$ cat src/design/decode_pkg.sv
// ----------------------------------------------------------
// decode stage package: widths, rv64i encodings, internal
// operation codes and the instruction word views
// ----------------------------------------------------------
`default_nettype none

package decode_pkg;

  localparam int XLEN   = 64;
  localparam int INST_W = 32;
  localparam int REG_AW = 5;
  localparam int OP_W   = 5;

  // major opcodes
  localparam logic [6:0] OPC_LUI    = 7'b0110111;
  localparam logic [6:0] OPC_AUIPC  = 7'b0010111;
  localparam logic [6:0] OPC_JAL    = 7'b1101111;
  localparam logic [6:0] OPC_JALR   = 7'b1100111;
  localparam logic [6:0] OPC_BRANCH = 7'b1100011;
  localparam logic [6:0] OPC_LOAD   = 7'b0000011;
  localparam logic [6:0] OPC_STORE  = 7'b0100011;
  localparam logic [6:0] OPC_OPIMM  = 7'b0010011;
  localparam logic [6:0] OPC_OP     = 7'b0110011;

  // internal operation codes, nop must stay zero
  localparam logic [OP_W-1:0] OP_NOP   = 5'd0;
  localparam logic [OP_W-1:0] OP_ADD   = 5'd1;
  localparam logic [OP_W-1:0] OP_SUB   = 5'd2;
  localparam logic [OP_W-1:0] OP_SLL   = 5'd3;
  localparam logic [OP_W-1:0] OP_SLT   = 5'd4;
  localparam logic [OP_W-1:0] OP_SLTU  = 5'd5;
  localparam logic [OP_W-1:0] OP_XOR   = 5'd6;
  localparam logic [OP_W-1:0] OP_SRL   = 5'd7;
  localparam logic [OP_W-1:0] OP_SRA   = 5'd8;
  localparam logic [OP_W-1:0] OP_OR    = 5'd9;
  localparam logic [OP_W-1:0] OP_AND   = 5'd10;
  localparam logic [OP_W-1:0] OP_LUI   = 5'd11;
  localparam logic [OP_W-1:0] OP_AUIPC = 5'd12;
  localparam logic [OP_W-1:0] OP_JAL   = 5'd13;
  localparam logic [OP_W-1:0] OP_JALR  = 5'd14;
  localparam logic [OP_W-1:0] OP_BEQ   = 5'd15;
  localparam logic [OP_W-1:0] OP_BNE   = 5'd16;
  localparam logic [OP_W-1:0] OP_BLT   = 5'd17;
  localparam logic [OP_W-1:0] OP_BGE   = 5'd18;
  localparam logic [OP_W-1:0] OP_BLTU  = 5'd19;
  localparam logic [OP_W-1:0] OP_BGEU  = 5'd20;
  localparam logic [OP_W-1:0] OP_LOAD  = 5'd21;
  localparam logic [OP_W-1:0] OP_STORE = 5'd22;

  typedef struct packed {
    logic [6:0] funct7;
    logic [4:0] rs2;
    logic [4:0] rs1;
    logic [2:0] funct3;
    logic [4:0] rd;
    logic [6:0] opcode;
  } r_fmt_t;

  typedef struct packed {
    logic [11:0] imm12;
    logic [4:0]  rs1;
    logic [2:0]  funct3;
    logic [4:0]  rd;
    logic [6:0]  opcode;
  } i_fmt_t;

  // b format shares this layout with a scrambled immediate
  typedef struct packed {
    logic [6:0] imm_hi;
    logic [4:0] rs2;
    logic [4:0] rs1;
    logic [2:0] funct3;
    logic [4:0] imm_lo;
    logic [6:0] opcode;
  } s_fmt_t;

  typedef struct packed {
    logic [19:0] imm20;
    logic [4:0]  rd;
    logic [6:0]  opcode;
  } u_fmt_t;

  typedef union packed {
    r_fmt_t r_fmt;
    i_fmt_t i_fmt;
    s_fmt_t s_fmt;
    u_fmt_t u_fmt;
  } inst_word_u;

endpackage

`default_nettype wire

$ cat src/design/dec_if.sv
// ----------------------------------------------------------
// decoded instruction bundle from decoder to stage logic
// ----------------------------------------------------------
`default_nettype none

interface dec_if;

  logic [decode_pkg::OP_W-1:0]   op;
  logic [decode_pkg::REG_AW-1:0] rs1_addr;
  logic [decode_pkg::REG_AW-1:0] rs2_addr;
  logic                          rs1_read;
  logic                          rs2_read;
  logic                          rd_we;
  logic [decode_pkg::REG_AW-1:0] rd_addr;
  logic [decode_pkg::XLEN-1:0]   imm;
  logic                          use_pc;
  logic                          use_imm;
  logic [2:0]                    funct3;

  modport dec (
    output op, rs1_addr, rs2_addr, rs1_read, rs2_read, rd_we, rd_addr,
    output imm, use_pc, use_imm, funct3
  );

  modport user (
    input op, rs1_addr, rs2_addr, rs1_read, rs2_read, rd_we, rd_addr,
    input imm, use_pc, use_imm, funct3
  );

endinterface

`default_nettype wire

$ cat src/design/inst_decoder.sv
// ----------------------------------------------------------
// rv64i instruction decoder: class, operation, register use
// and sign-extended immediate
// ----------------------------------------------------------
`default_nettype none

module inst_decoder (
  input  decode_pkg::inst_word_u inst_i,
  dec_if.dec                     d
);

  logic [6:0] opcode;
  logic [2:0] funct3;
  logic       alt;
  logic       rs1_rd;
  logic       rs2_rd;
  logic       wr;
  logic [decode_pkg::XLEN-1:0] imm_i;
  logic [decode_pkg::XLEN-1:0] imm_s;
  logic [decode_pkg::XLEN-1:0] imm_b;
  logic [decode_pkg::XLEN-1:0] imm_u;
  logic [decode_pkg::XLEN-1:0] imm_j;

  // funct3 to alu op, alt picks sub / sra
  function automatic logic [decode_pkg::OP_W-1:0] alu_op(input logic [2:0] f3,
                                                         input logic       alt_sel);
    case (f3)
      3'b000:  alu_op = alt_sel ? decode_pkg::OP_SUB : decode_pkg::OP_ADD;
      3'b001:  alu_op = decode_pkg::OP_SLL;
      3'b010:  alu_op = decode_pkg::OP_SLT;
      3'b011:  alu_op = decode_pkg::OP_SLTU;
      3'b100:  alu_op = decode_pkg::OP_XOR;
      3'b101:  alu_op = alt_sel ? decode_pkg::OP_SRA : decode_pkg::OP_SRL;
      3'b110:  alu_op = decode_pkg::OP_OR;
      default: alu_op = decode_pkg::OP_AND;
    endcase
  endfunction

  assign opcode = inst_i.r_fmt.opcode;
  assign funct3 = inst_i.r_fmt.funct3;
  assign alt    = inst_i.r_fmt.funct7[5];

  assign imm_i = {{(decode_pkg::XLEN-12){inst_i.i_fmt.imm12[11]}}, inst_i.i_fmt.imm12};
  assign imm_s = {{(decode_pkg::XLEN-12){inst_i.s_fmt.imm_hi[6]}},
                  inst_i.s_fmt.imm_hi, inst_i.s_fmt.imm_lo};
  assign imm_b = {{(decode_pkg::XLEN-12){inst_i.s_fmt.imm_hi[6]}}, inst_i.s_fmt.imm_lo[0],
                  inst_i.s_fmt.imm_hi[5:0], inst_i.s_fmt.imm_lo[4:1], 1'b0};
  assign imm_u = {{(decode_pkg::XLEN-32){inst_i.u_fmt.imm20[19]}}, inst_i.u_fmt.imm20, 12'b0};
  // j immediate bits sit in the u field in scrambled order
  assign imm_j = {{(decode_pkg::XLEN-20){inst_i.u_fmt.imm20[19]}}, inst_i.u_fmt.imm20[7:0],
                  inst_i.u_fmt.imm20[8], inst_i.u_fmt.imm20[18:9], 1'b0};

  always_comb begin
    d.op      = decode_pkg::OP_NOP;
    d.use_pc  = 1'b0;
    d.use_imm = 1'b0;
    d.imm     = '0;
    rs1_rd    = 1'b0;
    rs2_rd    = 1'b0;
    wr        = 1'b0;
    case (opcode)
      decode_pkg::OPC_OP: begin
        // only funct7 0000000, or 0100000 for add/sub and srl/sra
        if ({inst_i.r_fmt.funct7[6], inst_i.r_fmt.funct7[4:0]} == 6'b0 &&
            (!alt || funct3 == 3'b000 || funct3 == 3'b101)) begin
          d.op   = alu_op(funct3, alt);
          rs1_rd = 1'b1;
          rs2_rd = 1'b1;
          wr     = 1'b1;
        end
      end
      decode_pkg::OPC_OPIMM: begin
        // shifts carry a 6-bit shamt, upper bits must be clean
        if (funct3[1:0] != 2'b01 ||
            ({inst_i.r_fmt.funct7[6], inst_i.r_fmt.funct7[4:1]} == 5'b0 &&
             (funct3[2] || !alt))) begin
          d.op      = alu_op(funct3, funct3 == 3'b101 && alt);
          d.use_imm = 1'b1;
          d.imm     = imm_i;
          rs1_rd    = 1'b1;
          wr        = 1'b1;
        end
      end
      decode_pkg::OPC_LUI: begin
        d.op      = decode_pkg::OP_LUI;
        d.use_imm = 1'b1;
        d.imm     = imm_u;
        wr        = 1'b1;
      end
      decode_pkg::OPC_AUIPC: begin
        d.op      = decode_pkg::OP_AUIPC;
        d.use_pc  = 1'b1;
        d.use_imm = 1'b1;
        d.imm     = imm_u;
        wr        = 1'b1;
      end
      decode_pkg::OPC_JAL: begin
        d.op     = decode_pkg::OP_JAL;
        d.use_pc = 1'b1;
        d.imm    = imm_j;
        wr       = 1'b1;
      end
      decode_pkg::OPC_JALR: begin
        if (funct3 == 3'b000) begin
          d.op   = decode_pkg::OP_JALR;
          d.imm  = imm_i;
          rs1_rd = 1'b1;
          wr     = 1'b1;
        end
      end
      decode_pkg::OPC_BRANCH: begin
        if (funct3[2:1] != 2'b01) begin
          case (funct3)
            3'b000:  d.op = decode_pkg::OP_BEQ;
            3'b001:  d.op = decode_pkg::OP_BNE;
            3'b100:  d.op = decode_pkg::OP_BLT;
            3'b101:  d.op = decode_pkg::OP_BGE;
            3'b110:  d.op = decode_pkg::OP_BLTU;
            default: d.op = decode_pkg::OP_BGEU;
          endcase
          d.imm  = imm_b;
          rs1_rd = 1'b1;
          rs2_rd = 1'b1;
        end
      end
      decode_pkg::OPC_LOAD: begin
        // no 128-bit or ldu form in rv64i
        if (funct3 != 3'b111) begin
          d.op      = decode_pkg::OP_LOAD;
          d.use_imm = 1'b1;
          d.imm     = imm_i;
          rs1_rd    = 1'b1;
          wr        = 1'b1;
        end
      end
      decode_pkg::OPC_STORE: begin
        if (!funct3[2]) begin
          d.op   = decode_pkg::OP_STORE;
          d.imm  = imm_s;
          rs1_rd = 1'b1;
          rs2_rd = 1'b1;
        end
      end
      default: ;
    endcase
  end

  assign d.rs1_read = rs1_rd;
  assign d.rs2_read = rs2_rd;
  assign d.rs1_addr = rs1_rd ? inst_i.r_fmt.rs1 : '0;
  assign d.rs2_addr = rs2_rd ? inst_i.r_fmt.rs2 : '0;
  assign d.rd_addr  = inst_i.r_fmt.rd;
  assign d.rd_we    = wr && (inst_i.r_fmt.rd != '0);
  assign d.funct3   = funct3;

  // a rejected encoding claims no register
  always_comb begin
    assert (d.op != decode_pkg::OP_NOP || (!d.rs1_read && !d.rs2_read && !d.rd_we))
      else $error("decoder: unknown encoding uses a register");
  end

endmodule

`default_nettype wire

$ cat src/design/operand_forward.sv
// ----------------------------------------------------------
// operand select with ex/mem bypass and load-use stall
// ----------------------------------------------------------
`default_nettype none

module operand_forward (
  dec_if.user                           d,
  input  logic [decode_pkg::XLEN-1:0]   pc_i,
  input  logic [decode_pkg::XLEN-1:0]   rs1_data_i,
  input  logic [decode_pkg::XLEN-1:0]   rs2_data_i,
  input  logic                          ex_rd_we_i,
  input  logic                          ex_is_load_i,
  input  logic [decode_pkg::REG_AW-1:0] ex_rd_addr_i,
  input  logic [decode_pkg::XLEN-1:0]   ex_rd_data_i,
  input  logic                          mem_rd_we_i,
  input  logic [decode_pkg::REG_AW-1:0] mem_rd_addr_i,
  input  logic [decode_pkg::XLEN-1:0]   mem_rd_data_i,
  input  logic                          reset_i,
  output logic [decode_pkg::XLEN-1:0]   op1_o,
  output logic [decode_pkg::XLEN-1:0]   op2_o,
  output logic                          stall_o
);

  logic                        ex_hit1, ex_hit2;
  logic                        mem_hit1, mem_hit2;
  logic                        is_jump;
  logic [decode_pkg::XLEN-1:0] rs1_val, rs2_val;

  // x0 and unread sources never match a bypass
  assign ex_hit1  = d.rs1_read && d.rs1_addr != '0 && ex_rd_we_i && ex_rd_addr_i == d.rs1_addr;
  assign ex_hit2  = d.rs2_read && d.rs2_addr != '0 && ex_rd_we_i && ex_rd_addr_i == d.rs2_addr;
  assign mem_hit1 = d.rs1_read && d.rs1_addr != '0 && mem_rd_we_i &&
                    mem_rd_addr_i == d.rs1_addr;
  assign mem_hit2 = d.rs2_read && d.rs2_addr != '0 && mem_rd_we_i &&
                    mem_rd_addr_i == d.rs2_addr;

  // ex result only usable when it is not a load
  assign rs1_val = (ex_hit1 && !ex_is_load_i) ? ex_rd_data_i :
                   mem_hit1                   ? mem_rd_data_i : rs1_data_i;
  assign rs2_val = (ex_hit2 && !ex_is_load_i) ? ex_rd_data_i :
                   mem_hit2                   ? mem_rd_data_i : rs2_data_i;

  assign is_jump = d.op == decode_pkg::OP_JAL || d.op == decode_pkg::OP_JALR;

  // lui falls through to zero on op1
  assign op1_o = d.rs1_read ? rs1_val :
                 d.use_pc   ? pc_i    : '0;
  // jumps carry the link value
  assign op2_o = d.rs2_read ? rs2_val   :
                 is_jump    ? pc_i + 64'd4 :
                 d.use_imm  ? d.imm     : '0;

  assign stall_o = !reset_i && ex_is_load_i && (ex_hit1 || ex_hit2);

  // x0 sources always see the register file value
  always_comb begin
    assert ((!(d.rs1_read && d.rs1_addr == '0) || op1_o == rs1_data_i) &&
            (!(d.rs2_read && d.rs2_addr == '0) || op2_o == rs2_data_i))
      else $error("forward: x0 source took a bypass value");
  end

endmodule

`default_nettype wire

$ cat src/design/branch_resolve.sv
// ----------------------------------------------------------
// branch compare and jalr target, redirect on mispredict
// ----------------------------------------------------------
`default_nettype none

module branch_resolve (
  dec_if.user                         d,
  input  decode_pkg::inst_word_u      inst_i,
  input  logic [decode_pkg::XLEN-1:0] pc_i,
  input  logic [decode_pkg::XLEN-1:0] op1_i,
  input  logic [decode_pkg::XLEN-1:0] op2_i,
  input  logic                        pred_taken_i,
  input  logic                        stall_i,
  input  logic                        reset_i,
  output logic                        redirect_o,
  output logic [decode_pkg::XLEN-1:0] redirect_pc_o
);

  logic                        is_branch;
  logic                        is_jalr;
  logic                        taken;
  logic [decode_pkg::XLEN-1:0] b_imm;
  logic [decode_pkg::XLEN-1:0] jalr_sum;

  assign b_imm = {{(decode_pkg::XLEN-12){inst_i.s_fmt.imm_hi[6]}}, inst_i.s_fmt.imm_lo[0],
                  inst_i.s_fmt.imm_hi[5:0], inst_i.s_fmt.imm_lo[4:1], 1'b0};

  always_comb begin
    is_branch = 1'b1;
    taken     = 1'b0;
    case (d.op)
      decode_pkg::OP_BEQ:  taken = op1_i == op2_i;
      decode_pkg::OP_BNE:  taken = op1_i != op2_i;
      decode_pkg::OP_BLT:  taken = $signed(op1_i) < $signed(op2_i);
      decode_pkg::OP_BGE:  taken = $signed(op1_i) >= $signed(op2_i);
      decode_pkg::OP_BLTU: taken = op1_i < op2_i;
      decode_pkg::OP_BGEU: taken = op1_i >= op2_i;
      default:             is_branch = 1'b0;
    endcase
  end

  assign is_jalr  = d.op == decode_pkg::OP_JALR;
  assign jalr_sum = op1_i + d.imm;

  // jalr is never predicted here, so it always redirects
  assign redirect_o = ((is_branch && taken != pred_taken_i) || is_jalr) &&
                      !stall_i && !reset_i;

  assign redirect_pc_o = is_jalr ? {jalr_sum[decode_pkg::XLEN-1:1], 1'b0} :
                         taken   ? pc_i + b_imm : pc_i + 64'd4;

  always_comb begin
    assert (!redirect_o || !redirect_pc_o[0])
      else $error("branch: redirect target is odd");
  end

endmodule

`default_nettype wire

$ cat src/design/id_ex_reg.sv
// ----------------------------------------------------------
// decode to execute pipeline register, bubble on stall
// ----------------------------------------------------------
`default_nettype none

module id_ex_reg (
  input  logic                          clk,
  input  logic                          reset_i,
  dec_if.user                           d,
  input  logic                          stall_i,
  input  logic [decode_pkg::XLEN-1:0]   pc_i,
  input  logic [decode_pkg::XLEN-1:0]   op1_i,
  input  logic [decode_pkg::XLEN-1:0]   op2_i,
  output logic                          ex_valid_o,
  output logic [decode_pkg::OP_W-1:0]   ex_op_o,
  output logic [decode_pkg::XLEN-1:0]   ex_op1_o,
  output logic [decode_pkg::XLEN-1:0]   ex_op2_o,
  output logic [decode_pkg::XLEN-1:0]   ex_imm_o,
  output logic [decode_pkg::XLEN-1:0]   ex_pc_o,
  output logic [2:0]                    ex_funct3_o,
  output logic                          ex_rd_we_o,
  output logic [decode_pkg::REG_AW-1:0] ex_rd_addr_o
);

  // bubble is valid low, nop and no write
  always_ff @(posedge clk) begin
    if (reset_i || stall_i) begin
      ex_valid_o <= 1'b0;
      ex_op_o    <= decode_pkg::OP_NOP;
      ex_rd_we_o <= 1'b0;
    end else begin
      ex_valid_o <= 1'b1;
      ex_op_o    <= d.op;
      ex_rd_we_o <= d.rd_we;
    end
  end

  always_ff @(posedge clk) begin
    ex_op1_o     <= op1_i;
    ex_op2_o     <= op2_i;
    ex_imm_o     <= d.imm;
    ex_pc_o      <= pc_i;
    ex_funct3_o  <= d.funct3;
    ex_rd_addr_o <= d.rd_addr;
  end

  // execute never sees a write to x0
  a_no_x0_write : assert property (@(posedge clk) ex_rd_we_o |-> ex_rd_addr_o != '0)
    else $error("id_ex: write to x0 reached execute");

endmodule

`default_nettype wire

$ cat src/design/decode_stage.sv
// ----------------------------------------------------------
// rv64i decode stage top: decoder, bypass, branch resolve
// and the execute-stage register
// ----------------------------------------------------------
`default_nettype none

module decode_stage (
  input  logic                          clk,
  input  logic                          reset_i,
  input  logic [decode_pkg::INST_W-1:0] inst_i,
  input  logic [decode_pkg::XLEN-1:0]   pc_i,
  input  logic                          pred_taken_i,
  input  logic [decode_pkg::XLEN-1:0]   rs1_data_i,
  input  logic [decode_pkg::XLEN-1:0]   rs2_data_i,
  input  logic                          ex_rd_we_i,
  input  logic [decode_pkg::REG_AW-1:0] ex_rd_addr_i,
  input  logic [decode_pkg::XLEN-1:0]   ex_rd_data_i,
  input  logic                          ex_is_load_i,
  input  logic                          mem_rd_we_i,
  input  logic [decode_pkg::REG_AW-1:0] mem_rd_addr_i,
  input  logic [decode_pkg::XLEN-1:0]   mem_rd_data_i,
  output logic [decode_pkg::REG_AW-1:0] rs1_addr_o,
  output logic [decode_pkg::REG_AW-1:0] rs2_addr_o,
  output logic                          rs1_read_o,
  output logic                          rs2_read_o,
  output logic                          stall_o,
  output logic                          redirect_o,
  output logic [decode_pkg::XLEN-1:0]   redirect_pc_o,
  output logic                          ex_valid_o,
  output logic [decode_pkg::OP_W-1:0]   ex_op_o,
  output logic [decode_pkg::XLEN-1:0]   ex_op1_o,
  output logic [decode_pkg::XLEN-1:0]   ex_op2_o,
  output logic [decode_pkg::XLEN-1:0]   ex_imm_o,
  output logic [decode_pkg::XLEN-1:0]   ex_pc_o,
  output logic [2:0]                    ex_funct3_o,
  output logic                          ex_rd_we_o,
  output logic [decode_pkg::REG_AW-1:0] ex_rd_addr_o
);

  logic [decode_pkg::XLEN-1:0] op1;
  logic [decode_pkg::XLEN-1:0] op2;

  dec_if u_dec_if ();

  inst_decoder u_decoder (
    .inst_i (inst_i),
    .d      (u_dec_if)
  );

  // register file addresses go straight out
  assign rs1_addr_o = u_dec_if.rs1_addr;
  assign rs2_addr_o = u_dec_if.rs2_addr;
  assign rs1_read_o = u_dec_if.rs1_read;
  assign rs2_read_o = u_dec_if.rs2_read;

  operand_forward u_forward (
    .d             (u_dec_if),
    .pc_i          (pc_i),
    .rs1_data_i    (rs1_data_i),
    .rs2_data_i    (rs2_data_i),
    .ex_rd_we_i    (ex_rd_we_i),
    .ex_is_load_i  (ex_is_load_i),
    .ex_rd_addr_i  (ex_rd_addr_i),
    .ex_rd_data_i  (ex_rd_data_i),
    .mem_rd_we_i   (mem_rd_we_i),
    .mem_rd_addr_i (mem_rd_addr_i),
    .mem_rd_data_i (mem_rd_data_i),
    .reset_i       (reset_i),
    .op1_o         (op1),
    .op2_o         (op2),
    .stall_o       (stall_o)
  );

  branch_resolve u_branch (
    .d             (u_dec_if),
    .inst_i        (inst_i),
    .pc_i          (pc_i),
    .op1_i         (op1),
    .op2_i         (op2),
    .pred_taken_i  (pred_taken_i),
    .stall_i       (stall_o),
    .reset_i       (reset_i),
    .redirect_o    (redirect_o),
    .redirect_pc_o (redirect_pc_o)
  );

  id_ex_reg u_id_ex (
    .clk          (clk),
    .reset_i      (reset_i),
    .d            (u_dec_if),
    .stall_i      (stall_o),
    .pc_i         (pc_i),
    .op1_i        (op1),
    .op2_i        (op2),
    .ex_valid_o   (ex_valid_o),
    .ex_op_o      (ex_op_o),
    .ex_op1_o     (ex_op1_o),
    .ex_op2_o     (ex_op2_o),
    .ex_imm_o     (ex_imm_o),
    .ex_pc_o      (ex_pc_o),
    .ex_funct3_o  (ex_funct3_o),
    .ex_rd_we_o   (ex_rd_we_o),
    .ex_rd_addr_o (ex_rd_addr_o)
  );

endmodule

`default_nettype wire

$ cat config.mk
export PLATFORM = sky130hd
export DESIGN_NAME = decode_stage
export DESIGN_NICKNAME = d
export VERILOG_FILES = /design/src/design/decode_pkg.sv /design/src/design/dec_if.sv /design/src/design/inst_decoder.sv /design/src/design/operand_forward.sv /design/src/design/branch_resolve.sv /design/src/design/id_ex_reg.sv /design/src/design/decode_stage.sv
export SDC_FILE = /design/constraint.sdc
export NUM_CORES = 1
export LEC_CHECK = 0
export ABC_AREA = 0
export BUFFER_PORTS_ARGS = -buffer_cell sky130_fd_sc_hd__clkbuf_2
export CAP_MARGIN = 10
export CORE_AREA = 3 3 275 277
export CTS_BUF_LIST = sky130_fd_sc_hd__clkbuf_4 sky130_fd_sc_hd__clkbuf_8
export DETAILED_ROUTE_END_ITERATION = 8
export DIE_AREA = 0 0 278 280
export MAX_ROUTING_LAYER = met4
export SLEW_MARGIN = 10
export SYNTH_ARGS = -nofsm -noshare
export SYNTH_HDL_FRONTEND = slang
export SYNTH_HIERARCHICAL = 1
export SYNTH_SLANG_ARGS = --single-unit
$ cat constraint.sdc
create_clock -name clk -period 5.7 [get_ports clk]
set_clock_uncertainty 0.05 [all_clocks]
set_input_delay 0 -clock clk [delete_from_list [all_inputs] [get_ports clk]]
set_output_delay 0 -clock clk [all_outputs]
set_load 0.02 [all_outputs]
==> results.ini <==
[clocking]
ctsHtreeMaxLevel=2
cts.sinks=271
tritoncts=built
cts.clk_slew.worst_paths_ps=60
cts_root_buf=clkbuf_8
cts_buffers=54
cts_buffer_depth=3

[worst_setup_path]
path_class=in2out
worstPathRequired_ps=5650
cpMaxStageDelayCell=or3_4
path_max_fanout=6
worstSetupStartpointType=input port
max_stage_delay_ps=370
worstPathArrival_ps=6440
worst_setup_path_end_kind=output pin

[layout]
seqCellArea_mm2=0.005425
layout.cells.non_filler=5749
synthToLayoutAreaGrowth_pct=74.92
fillers=6723
multi_input_area_mm2=0.01855
fin_nets=5285
drive_gt1_frac=0.4119
final_area_mm2=0.04132
final_core_util=0.5654

[routing]
vias_per_cell=5.699
routed_wl_um=156400
drt_iter0_markers=3944
drc_errors=0
wire_per_inst_um=27.21
firstDrtPassIters=6
vias=32760
ant_nets=0

[timing]
max_slew.worst_pin.slew_ps=1315
final_max_slew_viol_count=0
hold_viol=0
max_freq_ghz=0.1540
setup_violations=64
fin_crit_sh=1.139
fin_ws_ps=-793.8
min_period_ps=6494
maxSlewHeadroom=0.1009
grt_setup_unrepaired=true

[floorplanning]
rows=99
io_pins=717
die_w_um=278
die_h_um=280
start_util=0.3232
core_mm2=0.07308
dieArea_mm2=0.07784

[placement]
dp_slack_ps=-1241
port_buffers=716
gp_congestion=1.075
dpl.hpwl_um=119200
dp.cells=5220
placed_cell_area_mm2=0.03360

[synthesis]
synth_edf_count=0
syn_inst=2992
synth_top_family_by_area=compound AO/OA/AOI/OAI gates
synthFlopType=dfxtp_1
syn_nets=3552
ys_ff_latch=271
synth_xor_area_frac=0.08898
synthArstFlopShare=0
yosysWarningCount=6
synth_adder_area_share=0.1023
synth-compound-area-share=0.2671
synth_top_area_cell=dfxtp_1
synth_mux_area_frac=0.06022
ys_seq_area_frac=0.2296
synth_top_area_share=0.2296
synth_cell_types=105
synth-simple-area-share=0.1938
syn-cell-area_mm2=0.02362
ys_top_cells_by_area=dfxtp_1, ha_1, mux2i_1
syn-mean-instance-area_um2=7.896

[power]
vdd_drop_max_v=0.0001829
fin_total_pwr_w=0.006196
p_per_area_mw_per_mm2=149.9
p_leak_nw=20.01

[grt]
grt_use_total=0.3903
grt_pass1_wl_um=219100
first_global_vias=32050
antenna_found_initial=18
grt_max_degree=72
grt_overflow_total=0

[min_path]
hold_class=in2reg
hold_path_depth=4

[outcome]
violations=negative setup slack
outcome=complete, but fails checks

[flow_run]
maxCapViolations=0

==> critical path, delay by kind of cell <==
| kind | cells | cell delay [ps] |
|---|---|---|
| muxes | 2 | 500 |
| buffers and inverters | 12 | 1860 |
| and+or+nand+nor | 11 | 2470 |
| adders and majority gates | 1 | 290 |
| AOI/OAI and AO/OA | 7 | 1190 |
| xor gates and xnor gates | 1 | 100 |
==> kinds of logic after synthesis <==
kind of cell    count (synthesis)
fa+ha+maj                     192
simple gates                  886
compound gates                960
mux                           141
xor+xnor                      240
flops                         271
buf+inv                       302
==> power by group <==
part           switching (W)  leakage, nW  internal [W]
clock                0.00103        0.630       0.00130
combinational        0.00109         17.2      0.000822
sequential         0.0000168         2.21       0.00194
==> cell type report <==
class,instances,share of cell area
Tap cell,959,0.02904
Clock buffer,81,0.02486
Multi-Input combinational cell,2420,0.4488
Timing Repair Buffer,1876,0.3507
Inverter,102,0.009265
Sequential cell,271,0.1313
Antenna cell,20,0.001211
Clock inverter,20,0.004845
==> synth_stat cells (7+ instances only) <==
| library cell | instances |
|---|---|
| o21ai_1 | 15 |
| nor3b_1 | 17 |
| a22oi_1 | 65 |
| mux2_2 | 9 |
| ha_1 | 190 |
| nor4_1 | 24 |
| and3_1 | 44 |
| buf_2 | 20 |
| inv_1 | 102 |
| o21ai_0 | 196 |
| clkbuf_1 | 119 |
| o31a_1 | 10 |
| nor2b_1 | 25 |
| nor3_1 | 51 |
| buf_1 | 9 |
| xnor2_1 | 131 |
| and4_1 | 17 |
| nor2_1 | 204 |
| a21oi_1 | 240 |
| or3_1 | 10 |
| or4_1 | 11 |
| o21a_1 | 21 |
| a31oi_1 | 27 |
| o22ai_1 | 18 |
| a221o_1 | 7 |
| a221oi_1 | 40 |
| nand4_1 | 69 |
| and2_1 | 19 |
| or2_2 | 8 |
| xor2_1 | 109 |
| o211ai_1 | 25 |
| o21bai_1 | 23 |
| buf_4 | 47 |
| a211oi_1 | 56 |
| mux2i_1 | 132 |
| nand2b_1 | 25 |
| a21o_1 | 106 |
| nand2_1 | 213 |
| a211o_1 | 11 |
| o31ai_1 | 17 |
| a2111oi_0 | 8 |
| nand3_1 | 102 |
| dfxtp_1 | 271 |
==> layout by cell type, fill, tap and decap left out, types with 65 or more instances in the layout <==
master         synthesis  layout
nand4_1               69      69
nand2_1              213     203
nor2_1               204     180
a22oi_1               65      65
a21oi_1              240     210
nand3_1              102     101
xor2_1               109     109
a21o_1               106     105
inv_1                102     101
mux2i_1              132      92
ha_1                 190     179
dlygate4sd3_1          0     344
clkbuf_8               0      86
xnor2_1              131     127
buf_4                 47     749
dfxtp_1              271     271
clkbuf_2               1     657
o21ai_1               15      69
o21ai_0              196      96
==> stage by stage <==
| stage | hold WS (ps) | setup TNS, ps |
|---|---|---|
| after floorplan | -22.28 | 0 |
| after global placement | 148.5 | -64770 |
| after detailed placement | 146.7 | -71860 |
| after CTS | 0.5103 | -31760 |
| after global routing | 32.01 | -51400 |
| final | 19.04 | -42830 |
==> flip-flops by register name, summed over array words and instances (netlist names) <==
name and flops:
u_id_ex/ex_rd_addr_o 5, u_id_ex/ex_op2_o 64, u_id_ex/ex_op1_o 64, u_id_ex/ex_imm_o 64
u_id_ex/ex_pc_o 64, u_id_ex/ex_funct3_o 3, u_id_ex/ex_valid_o 1, u_id_ex/ex_op_o 5
u_id_ex/ex_rd_we_o 1
==> what timing repair did <==
action | in CTS | in global routing
gates cloned | 16 | 2
gates resized for setup | 369 | 191
pin swaps | 106 | 67
endpoints found under the setup margin | 64 | 64
setup buffers | 40 | 13
endpoints found under the hold margin | 236 | 2
hold buffers | 342 | 2
==> metal layers <==
layer	GRT usage	vias to the layer above	share of wire
li1	-	14630	-
met1	0.4981	15630	0.41
met2	0.5844	2045	0.43
met3	0.08546	462	0.10
met4	0.1894	0	0.056
met5	-	-	0
==> worst paths after layout <==
path                               from                           end  slack, ps
worst max-delay path          inst_i[2]             redirect_pc_o[16]       -790
worst min-delay path  mem_rd_data_i[27]  u_id_ex/ex_op2_o[27]$_DFF_P_         20
No activity file was read; power rests on OpenSTA's default activity.
